### src/design/gpu_mem_pkg.sv
/*
 * GPU memory subsystem shared definitions
 * Widths, counts, lane and memory request types and the cache FSM states
 */
package gpu_mem_pkg;

    // Address and data widths
    localparam int ADDR_BITS = 8;
    localparam int DATA_BITS = 8;

    // Direct-mapped cache geometry, one byte per line
    localparam int LINES = 16;
    localparam int INDEX_BITS = 4;
    localparam int TAG_BITS = 4;

    // Load/store lanes per core and core count
    localparam int LANES = 4;
    localparam int LANE_BITS = $clog2(LANES);
    localparam int CORES = 2;

    typedef logic [ADDR_BITS-1:0] addr_t;
    typedef logic [DATA_BITS-1:0] data_t;
    typedef logic [TAG_BITS-1:0] tag_t;
    typedef logic [INDEX_BITS-1:0] index_t;
    typedef logic [LANE_BITS-1:0] lane_id_t;

    // One lane's access, held until its ready bit
    typedef struct packed {
        logic read;
        logic write;
        addr_t addr;
        data_t wdata;
    } lsu_req_t;

    // Cache to memory arbiter
    typedef struct packed {
        logic req;
        logic write;
        addr_t addr;
        data_t wdata;
    } mem_req_t;

    // Memory arbiter back to cache, done is a single-cycle pulse
    typedef struct packed {
        logic done;
        data_t rdata;
    } mem_rsp_t;

    typedef enum logic [2:0] {
        IDLE,
        CHECK_HIT,
        WRITEBACK,
        ALLOCATE_READ,
        ALLOCATE_WRITE,
        COMPLETE
    } cache_state_t;

endpackage
### src/design/gpu_mem_top.sv
/*
 * GPU data memory subsystem top
 * Two cores' L1 caches sharing one APB data memory through an arbiter
 */
`timescale 1ns/10ps

module gpu_mem_top (
    input  logic                  clk,
    input  logic                  reset,
    input  logic [gpu_mem_pkg::CORES-1:0] cache_flush,
    input  gpu_mem_pkg::lsu_req_t lsu_req [gpu_mem_pkg::CORES][gpu_mem_pkg::LANES],
    output logic [gpu_mem_pkg::CORES-1:0][gpu_mem_pkg::LANES-1:0] lsu_ready,
    output gpu_mem_pkg::data_t    lsu_rdata [gpu_mem_pkg::CORES][gpu_mem_pkg::LANES]
);

    gpu_mem_pkg::mem_req_t cache_req [gpu_mem_pkg::CORES];
    gpu_mem_pkg::mem_rsp_t cache_rsp [gpu_mem_pkg::CORES];

    // APB between arbiter and RAM
    logic psel;
    logic penable;
    logic pwrite;
    logic pready;
    gpu_mem_pkg::addr_t paddr;
    gpu_mem_pkg::data_t pwdata;
    gpu_mem_pkg::data_t prdata;

    for (genvar c = 0; c < gpu_mem_pkg::CORES; c++) begin : g_core
        l1_cache u_l1_cache (
            .clk         (clk),
            .reset       (reset),
            .cache_flush (cache_flush[c]),
            .lsu_req     (lsu_req[c]),
            .lsu_ready   (lsu_ready[c]),
            .lsu_rdata   (lsu_rdata[c]),
            .mem_req     (cache_req[c]),
            .mem_rsp     (cache_rsp[c])
        );
    end

    mem_arbiter u_mem_arbiter (
        .clk       (clk),
        .reset     (reset),
        .cache_req (cache_req),
        .cache_rsp (cache_rsp),
        .psel      (psel),
        .penable   (penable),
        .pwrite    (pwrite),
        .paddr     (paddr),
        .pwdata    (pwdata),
        .prdata    (prdata),
        .pready    (pready)
    );

    data_memory u_data_memory (
        .clk     (clk),
        .reset   (reset),
        .psel    (psel),
        .penable (penable),
        .pwrite  (pwrite),
        .paddr   (paddr),
        .pwdata  (pwdata),
        .prdata  (prdata),
        .pready  (pready)
    );

endmodule

### src/design/data_memory.sv
/*
 * 256-byte data RAM on APB with one wait state
 */
`timescale 1ns/10ps

module data_memory (
    input  logic               clk,
    input  logic               reset,
    input  logic               psel,
    input  logic               penable,
    input  logic               pwrite,
    input  gpu_mem_pkg::addr_t paddr,
    input  gpu_mem_pkg::data_t pwdata,
    output gpu_mem_pkg::data_t prdata,
    output logic               pready
);

    gpu_mem_pkg::data_t mem [2**gpu_mem_pkg::ADDR_BITS];
    logic wait_q;

    // First access cycle sets wait_q, second one completes
    always_ff @(posedge clk) begin
        if (reset) begin
            wait_q <= 1'b0;
        end else begin
            wait_q <= psel && penable && !wait_q;
        end
    end

    assign pready = psel && penable && wait_q;

    always_ff @(posedge clk) begin
        if (reset) begin
            for (int i = 0; i < 2**gpu_mem_pkg::ADDR_BITS; i++) begin
                mem[i] <= '0;
            end
        end else if (pready && pwrite) begin
            mem[paddr] <= pwdata;
        end
    end

    assign prdata = mem[paddr];

endmodule

### src/design/mem_arbiter.sv
/*
 * Memory arbiter for the two caches
 * Grants one cache at a time and runs its transfer as APB master
 */
`timescale 1ns/10ps

module mem_arbiter (
    input  logic                   clk,
    input  logic                   reset,
    input  gpu_mem_pkg::mem_req_t  cache_req [gpu_mem_pkg::CORES],
    output gpu_mem_pkg::mem_rsp_t  cache_rsp [gpu_mem_pkg::CORES],
    output logic                   psel,
    output logic                   penable,
    output logic                   pwrite,
    output gpu_mem_pkg::addr_t     paddr,
    output gpu_mem_pkg::data_t     pwdata,
    input  gpu_mem_pkg::data_t     prdata,
    input  logic                   pready
);

    typedef enum logic [1:0] {
        ARB_IDLE,
        ARB_SETUP,
        ARB_ACCESS,
        ARB_DONE
    } arb_state_t;

    arb_state_t state;
    logic grant;
    logic pick;
    gpu_mem_pkg::data_t rdata_q;

    // Grant doubles as the round-robin pointer and the other core goes first
    assign pick = cache_req[~grant].req ? ~grant : grant;

    always_ff @(posedge clk) begin
        if (reset) begin
            state <= ARB_IDLE;
            grant <= 1'b0;
        end else begin
            case (state)
                ARB_IDLE: begin
                    if (cache_req[0].req || cache_req[1].req) begin
                        grant <= pick;
                        state <= ARB_SETUP;
                    end
                end
                ARB_SETUP: state <= ARB_ACCESS;
                ARB_ACCESS: begin
                    if (pready) begin
                        state <= ARB_DONE;
                    end
                end
                default: state <= ARB_IDLE;
            endcase
        end
    end

    always_ff @(posedge clk) begin
        if (state == ARB_ACCESS && pready) begin
            rdata_q <= prdata;
        end
    end

    // Address and data come straight from the granted cache that holds them
    assign psel = (state == ARB_SETUP) || (state == ARB_ACCESS);
    assign penable = (state == ARB_ACCESS);
    assign pwrite = cache_req[grant].write;
    assign paddr = cache_req[grant].addr;
    assign pwdata = cache_req[grant].wdata;

    always_comb begin
        for (int i = 0; i < gpu_mem_pkg::CORES; i++) begin
            cache_rsp[i].done = (state == ARB_DONE) && (grant == 1'(i));
            cache_rsp[i].rdata = rdata_q;
        end
    end

    a_grant_requests: assert property (@(posedge clk) disable iff (reset)
        psel |-> cache_req[grant].req);
    a_paddr_stable: assert property (@(posedge clk) disable iff (reset)
        (psel && penable && !pready) |=> $stable(paddr));

endmodule

### src/design/l1_cache.sv
/*
 * Per-core direct-mapped L1 data cache with write-back of dirty lines
 * Write misses go through to memory and allocate a clean line
 */
`timescale 1ns/10ps

module l1_cache (
    input  logic                   clk,
    input  logic                   reset,
    input  logic                   cache_flush,
    input  gpu_mem_pkg::lsu_req_t  lsu_req [gpu_mem_pkg::LANES],
    output logic [gpu_mem_pkg::LANES-1:0] lsu_ready,
    output gpu_mem_pkg::data_t     lsu_rdata [gpu_mem_pkg::LANES],
    output gpu_mem_pkg::mem_req_t  mem_req,
    input  gpu_mem_pkg::mem_rsp_t  mem_rsp
);

    gpu_mem_pkg::cache_state_t state, next_state;

    // Line arrays
    gpu_mem_pkg::data_t data_q [gpu_mem_pkg::LINES];
    gpu_mem_pkg::tag_t tag_q [gpu_mem_pkg::LINES];
    logic [gpu_mem_pkg::LINES-1:0] valid_q;
    logic [gpu_mem_pkg::LINES-1:0] dirty_q;

    gpu_mem_pkg::lane_id_t lane;
    logic pending;
    gpu_mem_pkg::lsu_req_t cur_req;

    gpu_mem_pkg::index_t index;
    gpu_mem_pkg::tag_t tag;
    logic hit;

    lsu_arbiter u_lsu_arbiter (
        .clk     (clk),
        .reset   (reset),
        .lsu_req (lsu_req),
        .idle    (state == gpu_mem_pkg::IDLE),
        .lane    (lane),
        .pending (pending)
    );

    assign index = cur_req.addr[gpu_mem_pkg::INDEX_BITS-1:0];
    assign tag = cur_req.addr[gpu_mem_pkg::ADDR_BITS-1 -: gpu_mem_pkg::TAG_BITS];
    assign hit = valid_q[index] && (tag_q[index] == tag);

    always_ff @(posedge clk) begin
        if (reset) begin
            state <= gpu_mem_pkg::IDLE;
        end else begin
            state <= next_state;
        end
    end

    always_comb begin
        next_state = state;
        case (state)
            gpu_mem_pkg::IDLE: begin
                if (pending) begin
                    next_state = gpu_mem_pkg::CHECK_HIT;
                end
            end
            gpu_mem_pkg::CHECK_HIT: begin
                if (hit) begin
                    next_state = gpu_mem_pkg::COMPLETE;
                end else if (valid_q[index] && dirty_q[index]) begin
                    next_state = gpu_mem_pkg::WRITEBACK;
                end else if (cur_req.read) begin
                    next_state = gpu_mem_pkg::ALLOCATE_READ;
                end else begin
                    next_state = gpu_mem_pkg::ALLOCATE_WRITE;
                end
            end
            gpu_mem_pkg::WRITEBACK: begin
                if (mem_rsp.done) begin
                    next_state = cur_req.read ? gpu_mem_pkg::ALLOCATE_READ
                                              : gpu_mem_pkg::ALLOCATE_WRITE;
                end
            end
            gpu_mem_pkg::ALLOCATE_READ, gpu_mem_pkg::ALLOCATE_WRITE: begin
                if (mem_rsp.done) begin
                    next_state = gpu_mem_pkg::COMPLETE;
                end
            end
            default: begin
                next_state = gpu_mem_pkg::IDLE;
            end
        endcase
    end

    // Request latched once as the FSM leaves IDLE
    always_ff @(posedge clk) begin
        if (state == gpu_mem_pkg::IDLE && pending) begin
            cur_req <= lsu_req[lane];
        end
    end

    // Data and tag updates from a write hit or a fill
    always_ff @(posedge clk) begin
        if (state == gpu_mem_pkg::CHECK_HIT && hit && cur_req.write) begin
            data_q[index] <= cur_req.wdata;
        end else if (state == gpu_mem_pkg::ALLOCATE_READ && mem_rsp.done) begin
            data_q[index] <= mem_rsp.rdata;
            tag_q[index] <= tag;
        end else if (state == gpu_mem_pkg::ALLOCATE_WRITE && mem_rsp.done) begin
            data_q[index] <= cur_req.wdata;
            tag_q[index] <= tag;
        end
    end

    always_ff @(posedge clk) begin
        if (reset) begin
            valid_q <= '0;
            dirty_q <= '0;
        end else if (cache_flush) begin
            // Dirty lines are dropped, not written back
            valid_q <= '0;
            dirty_q <= '0;
        end else if (state == gpu_mem_pkg::CHECK_HIT && hit && cur_req.write) begin
            dirty_q[index] <= 1'b1;
        end else if ((state == gpu_mem_pkg::ALLOCATE_READ ||
                      state == gpu_mem_pkg::ALLOCATE_WRITE) && mem_rsp.done) begin
            valid_q[index] <= 1'b1;
            dirty_q[index] <= 1'b0;
        end
    end

    // Read data stays put after the ready pulse
    always_ff @(posedge clk) begin
        if (state == gpu_mem_pkg::CHECK_HIT && hit && cur_req.read) begin
            lsu_rdata[lane] <= data_q[index];
        end else if (state == gpu_mem_pkg::ALLOCATE_READ && mem_rsp.done) begin
            lsu_rdata[lane] <= mem_rsp.rdata;
        end
    end

    always_comb begin
        lsu_ready = '0;
        if (state == gpu_mem_pkg::COMPLETE) begin
            lsu_ready[lane] = 1'b1;
        end
    end

    // Victim address rebuilt from the stored tag
    always_comb begin
        mem_req.req = (state == gpu_mem_pkg::WRITEBACK) ||
                      (state == gpu_mem_pkg::ALLOCATE_READ) ||
                      (state == gpu_mem_pkg::ALLOCATE_WRITE);
        mem_req.write = (state != gpu_mem_pkg::ALLOCATE_READ);
        if (state == gpu_mem_pkg::WRITEBACK) begin
            mem_req.addr = {tag_q[index], index};
            mem_req.wdata = data_q[index];
        end else begin
            mem_req.addr = cur_req.addr;
            mem_req.wdata = cur_req.wdata;
        end
    end

    a_ready_served_lane: assert property (@(posedge clk) disable iff (reset)
        (lsu_ready != '0) |-> (lsu_req[lane] == cur_req));
    a_req_held_until_done: assert property (@(posedge clk) disable iff (reset)
        (mem_req.req && !mem_rsp.done) |=> $stable(mem_req));
    a_done_with_req: assert property (@(posedge clk) disable iff (reset)
        mem_rsp.done |-> mem_req.req);

endmodule

### src/design/lsu_arbiter.sv
/*
 * Lane arbiter for one core
 * Round-robin pick among requesting lanes, frozen while the cache is busy
 */
`timescale 1ns/10ps

module lsu_arbiter (
    input  logic                   clk,
    input  logic                   reset,
    input  gpu_mem_pkg::lsu_req_t  lsu_req [gpu_mem_pkg::LANES],
    input  logic                   idle,
    output gpu_mem_pkg::lane_id_t  lane,
    output logic                   pending
);

    gpu_mem_pkg::lane_id_t held_lane;
    gpu_mem_pkg::lane_id_t next_lane;
    logic [gpu_mem_pkg::LANES-1:0] active;

    always_comb begin
        for (int i = 0; i < gpu_mem_pkg::LANES; i++) begin
            active[i] = lsu_req[i].read | lsu_req[i].write;
        end
    end

    // Farthest candidate first, so the nearest one after held_lane wins
    always_comb begin
        gpu_mem_pkg::lane_id_t cand;
        next_lane = held_lane;
        for (int i = gpu_mem_pkg::LANES - 1; i >= 1; i--) begin
            cand = held_lane + gpu_mem_pkg::lane_id_t'(i);
            if (active[cand]) begin
                next_lane = cand;
            end
        end
        // Current lane keeps the cache while it still asks
        if (active[held_lane]) begin
            next_lane = held_lane;
        end
    end

    always_ff @(posedge clk) begin
        if (reset) begin
            held_lane <= '0;
        end else if (idle) begin
            held_lane <= next_lane;
        end
    end

    // Live pick in IDLE, frozen choice otherwise
    assign lane = idle ? next_lane : held_lane;
    assign pending = active[lane];

endmodule

### config.mk
export PLATFORM = sky130hd
export DESIGN_NAME = gpu_mem_top
export DESIGN_NICKNAME = d
export VERILOG_FILES = /design/src/design/gpu_mem_pkg.sv /design/src/design/gpu_mem_top.sv /design/src/design/data_memory.sv /design/src/design/mem_arbiter.sv /design/src/design/l1_cache.sv /design/src/design/lsu_arbiter.sv
export SDC_FILE = /design/constraint.sdc
export NUM_CORES = 2
export LEC_CHECK = 0
export ABC_AREA = 1
export BUFFER_PORTS_ARGS = -buffer_cell sky130_fd_sc_hd__buf_2
export CAP_MARGIN = 30
export CELL_PAD_IN_SITES_DETAIL_PLACEMENT = 0
export CELL_PAD_IN_SITES_GLOBAL_PLACEMENT = 1
export CORE_ASPECT_RATIO = 0.7
export CORE_MARGIN = 5
export CORE_UTILIZATION = 45
export CTS_CLUSTER_SIZE = 40
export DETAILED_ROUTE_END_ITERATION = 10
export PLACE_DENSITY = 0.84
export SLEW_MARGIN = 20
export SYNTH_ARGS = -nofsm -noshare
export SYNTH_HDL_FRONTEND = slang
export SYNTH_HIERARCHICAL = 1
export SYNTH_SLANG_ARGS = --single-unit
### constraint.sdc
create_clock -name clk -period 2.8 [get_ports clk]
set_input_delay 0.14 -clock clk [delete_from_list [all_inputs] [get_ports clk]]
set_output_delay 0.14 -clock clk [all_outputs]
set_load 0.01 [all_outputs]
## Word level (Yosys, flattened, before mapping)

Memories as Yosys holds them, arrays and structs flattened. A register that Yosys moved wholly into a read port is not among the register bits.
Index checks and enable logic that the tools add are counted.

- $add $sub $neg: 6
- $lt $le $gt $ge: 22
- Equality and inequality tests: 25
- Mux-type cells: 131
- Bitwise operators: 29
- Reductions and logical operators: 58

Operators by type and width:

| kind | number |
|---|---|
| $bwmux 32 | 4 |
| $mux 32 | 4 |
| $mux 18 | 7 |
| $mux 16 | 6 |
| $bmux 18 s2 | 2 |
| $mux 8 | 8 |
| $or 16x16->16 | 4 |
| $mux 17 | 3 |
| $mux 1 | 42 |
| $mux 3 | 12 |
| $and 16x16->16 | 2 |
| $demux 8 s2 | 2 |
| $mux 4 | 8 |
| $not 16->16 | 2 |
| $logic_and 1x1->1 | 31 |
| $lt 2x3->1 const B | 10 |
| $mux 2 | 12 |
| $pmux 3 s4 | 2 |
| $bmux 1 s2 | 10 |
| $bmux 1 s4 | 4 |
| $ne 2x1->1 const B | 7 |
| $or 1x1->1 | 14 |
| $eq 3x2->1 const B | 4 |
| $eq 3x3->1 const B | 4 |
| 29 further kinds | 67 |

- Register bits: 178
- Bits in writable memories: 2432
- Bits of input ports: 148
- Logic and storage cells: 303
- Memories kept: 5

Memories:

| name | words | width | read ports | clocked after memory_dff | write ports | RTL line | text |
|---|---|---|---|---|---|---|---|
| u_data_memory.mem | 256 | 8 | 1 | 1 | 256 | data_memory.sv:18 | `gpu_mem_pkg::data_t mem [2**gpu_mem_pkg::ADDR_BITS];` |
| g_core[0].u_l1_cache.data_q | 16 | 8 | 1 | 1 | 1 | l1_cache.sv:21 | `gpu_mem_pkg::data_t data_q [gpu_mem_pkg::LINES];` |
| g_core[1].u_l1_cache.data_q | 16 | 8 | 1 | 1 | 1 | l1_cache.sv:21 |  |
| g_core[0].u_l1_cache.tag_q | 16 | 4 | 1 | 1 | 1 | l1_cache.sv:22 | `gpu_mem_pkg::tag_t tag_q [gpu_mem_pkg::LINES];` |
| g_core[1].u_l1_cache.tag_q | 16 | 4 | 1 | 1 | 1 | l1_cache.sv:22 |  |

## Logic depth before layout (Yosys ltp)

- Depth in word-level cells: 16
- Depth in mapped cells: 22
- Mapped depth without buffers: 20

## By module

Netlist, hierarchy kept.

By module, submodules not included:

| module | times used | cells an instance | area an instance (sq um) |
|---|---|---|---|
| data_memory | 1 | 10572 | 94246.6 |
| l1_cache at g_core[0].u_l1_cache | 1 | 1208 | 12469.5 |
| l1_cache at g_core[1].u_l1_cache | 1 | 1202 | 12464.5 |
| mem_arbiter | 1 | 104 | 726.9 |
| lsu_arbiter | 2 | 59 | 330.3 |

## Worst setup path after synthesis

OpenSTA, ideal clock, no wires.

- Kind: reg2reg
- Start: reg g_core[1].u_l1_cache.state[1]
- End: mem u_data_memory/mem[208][0] in the netlist's numbering (enable)
- Setup time: 0.329 ns
- Arrival time: 2.761 ns
- Data required time: 2.471 ns
- Setup slack: -0.290 ns
- Cell stages (with the launch flop): 15
- Path buffers: 2
- Period minus slack after synthesis: 3.090 ns
- Path through: dfxtp_1 nand2_1 nor2_1 clkbuf_1 nand2_1 o21ai_0 nand2_1 nand2_1 inv_1 nor2_1 inv_1 nor2_1 clkbuf_1 nand2_1 nand2_1

RTL lines:

| element | RTL line | text |
|---|---|---|
| start, declared | l1_cache.sv:18 | `gpu_mem_pkg::cache_state_t state, next_state;` |
| start signal, assigned | l1_cache.sv:49 | `state <= gpu_mem_pkg::IDLE;` |
| start signal, assigned | l1_cache.sv:51 | `state <= next_state;` |
| end, declared | data_memory.sv:18 |  |

==> summary.txt <==
Outcome
  – Outcome: complete, but fails checks
  – Failing checks: negative setup slack

Detailed routing
  – Drt pass-1 iters: 9
  – DR vias: 96990
  – Wire length per cell: 21.16 um
  – Total Wirelength: 382200 um
  – Antenna-violating nets left: 0
  – DR iter-0 viols: 12320
  – Vias per cell: 5.370
  – Drt drc: 0

Layout
  – Filler cell count: 22870
  – Commonest non-fill, non-tap cells in the layout: nand2_1 (5579), nor2_1 (2545), edfxtp_1 (2540)
  – Final Cell Area: 148500 sq um
  – NumNets Final: 14470
  – Area growth syn-to-layout: 23.16%
  – Most common cell after layout, fill and taps aside: nand2_1
  – Share of layout cells above drive strength 1: 16.02%
  – Final Util: 55.54%
  – Non-filler cells, final: 18060

Global route
  – First-pass GRT wire length: 566100 um
  – Initial antenna violation count: 12
  – Largest net degree at the start of global routing: 137
  – GRT Resource Usage Total: 26.54%
  – Grt total ovfl: 0
  – Number of global-route vias before repair: 90120

Worst setup path
  – Worst reg2reg endpoint: u_data_memory/mem[144][1]
  – CP endpoint kind: register
  – Crit-path max FO: 8
  – CP required: 3.40 ns
  – Crit start category: register
  – Crit path DAT: 3.71 ns
  – Worst reg2reg setup slack: -0.31 ns
  – CP Class: register to register
  – FF-to-FF path depth: 22

STA
  – Minimum clock period: 3.105 ns
  – Clk_skew: 0.06729 ns
  – Max-slew violation count: 0
  – Fmax: 0.3221 GHz
  – Slew @ Worst Pin: 1.136 ns
  – Setup ws final: -0.3050 ns
  – Final worst path period share: 110.9%
  – Unrepaired setup endpoints after global routing: true
  – Final hold slack: 0.06126 ns
  – Final hold vios: 0
  – Setup TNS: -717.32 ns
  – Final setup viols: 4290
  – Max_slew headroom: 24.24%

CTS
  – Root Buffer: clkbuf_16
  – Num CTS Buffers: 248
  – Clk_lat worst skew: 0.92 ns
  – Clk slew on worst S/H paths: 0.07 ns
  – TritonCTS clock tree: built
  – Max Root-Sink Buffers: 4
  – # H-tree levels: 4
  – CTS Sinks: 2626

Placed design
  – RePlAce Congestion: 0.8948
  – Placed cell areas: 136200 sq um
  – Dpl cells: 17370
  – Dpl ws: -0.6072 ns
  – HPWL Detailed: 248500 um
  – Number of port buffers: 219

Power
  – Pwr dens: 1109 nW/um^2
  – Worst vdd ir: 1049 uV
  – P_leak: 63.28 nW
  – Overall Power: 164.6 mW

Synthesis
  – Mapped Cells: 13200
  – Share of the synthesized area in the top cell type: 63.26%
  – Synth Register Bits: 2626
  – Seq/Total Area, Yosys: 64.69%
  – Syn_nets: 13360
  – Avg Cell Area, Syn: 9.131 sq um
  – Synthesized area: 120600 sq um
  – Yosys cell types: 39
  – Area leader, netlist: edfxtp_1
  – Synth area leaders: edfxtp_1 (63%), nand2_1 (18%), nor2_1 (8.1%), clkbuf_1 (2.2%), nand3_1 (1.7%)
  – Synth Warn #: 6

Hold path
  – Worst Hold Class: primary input to register
  – HP Start: lsu_req[143]
  – Hold-critical path endpoint: g_core[0].u_l1_cache/state[0]
  – Hold path cells: 8

Floorplan
  – Chip Width: 628.7 um
  – Starting density of the core: 45.09%
  – Die Y-Extent: 443.1 um
  – Die area: 278500 sq um
  – Site row count: 159
  – Core ar.: 267400 sq um
  – I/O pin count: 220

Run
  – Number of max-cap violations: 0
## registers in the layout (all words and copies together), names as in the netlist, named ones only
name,cells
u_data_memory/mem,2048
g_core.u_l1_cache/data_q,256
g_core.u_l1_cache/tag_q,128
g_core.u_l1_cache/lsu_rdata,64
g_core.u_l1_cache/cur_req,36
g_core.u_l1_cache/valid_q,32
u_mem_arbiter/rdata_q,8
g_core.u_l1_cache/state,6
g_core.u_l1_cache/u_lsu_arbiter/held_lane,4
u_mem_arbiter/state,2
u_data_memory/wait_q,1
u_mem_arbiter/grant,1
## cell usage after synthesis
library cell / number
a21oi_1: 49
a21oi_4: 2
a22oi_1: 72
a31oi_1: 9
and2_2: 2
buf_1: 21
buf_2: 64
buf_4: 29
buf_6: 17
clkbuf_1: 692
clkinv_1: 10
clkinv_2: 2
dfxtp_1: 86
edfxtp_1: 2540
ha_1: 3
inv_1: 193
inv_2: 23
inv_4: 2
mux2_2: 18
nand2_1: 5725
nand2_2: 55
nand2_4: 2
nand3_1: 399
nand3_2: 4
nand4_1: 4
nand4_4: 2
nor2_1: 2596
nor2_2: 7
nor2_4: 3
nor3_1: 47
nor3_2: 9
o211ai_1: 15
o21a_1: 34
o21ai_0: 325
o21ai_1: 40
o21ai_2: 37
o221ai_1: 51
o22ai_1: 13
or2_1: 2
## worst max path at each step
stage,endpoint,slack (ns)
2_1_floorplan,u_data_memory/mem[42][0],-0.07
6_report,u_data_memory/mem[144][1],-0.31
5_1_grt,u_data_memory/mem[226][0],-0.40
3_3_place_gp,u_mem_arbiter/rdata_q[6],-0.69
4_1_cts,u_data_memory/mem[167][2],-0.21
3_5_place_dp,u_mem_arbiter/rdata_q[6],-0.61
## final cells by class
cell class / instances / area, sq um / share of cell area (%)
timing repair inverter: 5 / 46.29 / 0.03118
clock buffer: 302 / 6471 / 4.358
multi-input combinational: 9525 / 39500 / 26.60
sequential: 2626 / 78010 / 52.54
inverter: 230 / 1110 / 0.7474
tap: 3542 / 4432 / 2.985
clock inverter: 143 / 1599 / 1.077
timing repair buffer: 1679 / 17290 / 11.65
antenna: 10 / 25.02 / 0.01685
## logic make-up (layout without fill, tap and decap cells)
logic type	Yosys count	after routing	synth area share (%)
flip-flops	2626	2626	64.69
adder cells (fa/ha/maj)	3	3	0.03114
AND/OR/NAND/NOR	8857	8857	28.31
AO/OA/AOI/OAI	647	647	3.252
multiplexers	18	18	0.1681
other	0	10	0
buffers and inverters	1053	2359	3.547
## timing repair
| item | in CTS | in global routing |
|---|---|---|
| cloned | 16 | 12 |
| setup endpoints to repair | 4389 | 4576 |
| hold buffers | 160 | 0 |
| pin swaps | 42 | 37 |
| hold endpoints to repair | 146 | 0 |
| buffers inserted | 29 | 23 |
| resized for setup | 259 | 167 |
## worst max-delay path, stage by stage, from the launching register on
cell and delay, ns:
dfxtp_4 0.37, buf_12 0.14, clkinv_8 0.07, buf_4 0.13, nand2_1 0.04, nand3_1 0.07, nand3_1 0.12, nand3_2 0.12
nand2_4 0.13, nand2_2 0.07, o21ai_2 0.08, nand2_2 0.10, nand2_4 0.12, inv_4 0.05, buf_4 0.13, nor2_4 0.12
inv_2 0.05, buf_12 0.15, nor2_4 0.19, buf_12 0.18, nand2_1 0.08, nand2_1 0.11, buf_12 0.15
## layer usage
layer,global-route usage [%],vias to the layer above,wire [um]
met3,6.078,722,46810
met4,7.784,0,12440
met5,0,-,0
met2,37.39,5195,158100
li1,-,45250,-
met1,40.74,45820,164900
## where the power goes
part           internal [mW]  total [mW]  leakage, nW  switching [mW]
registers               45.7        46.3         26.3           0.674
logic                   25.7        83.9         33.1            58.2
clock network           19.5        34.4         3.92            14.9
total                   90.9         165         63.3            73.8
Note: power is estimated with default switching activity, not from simulation.
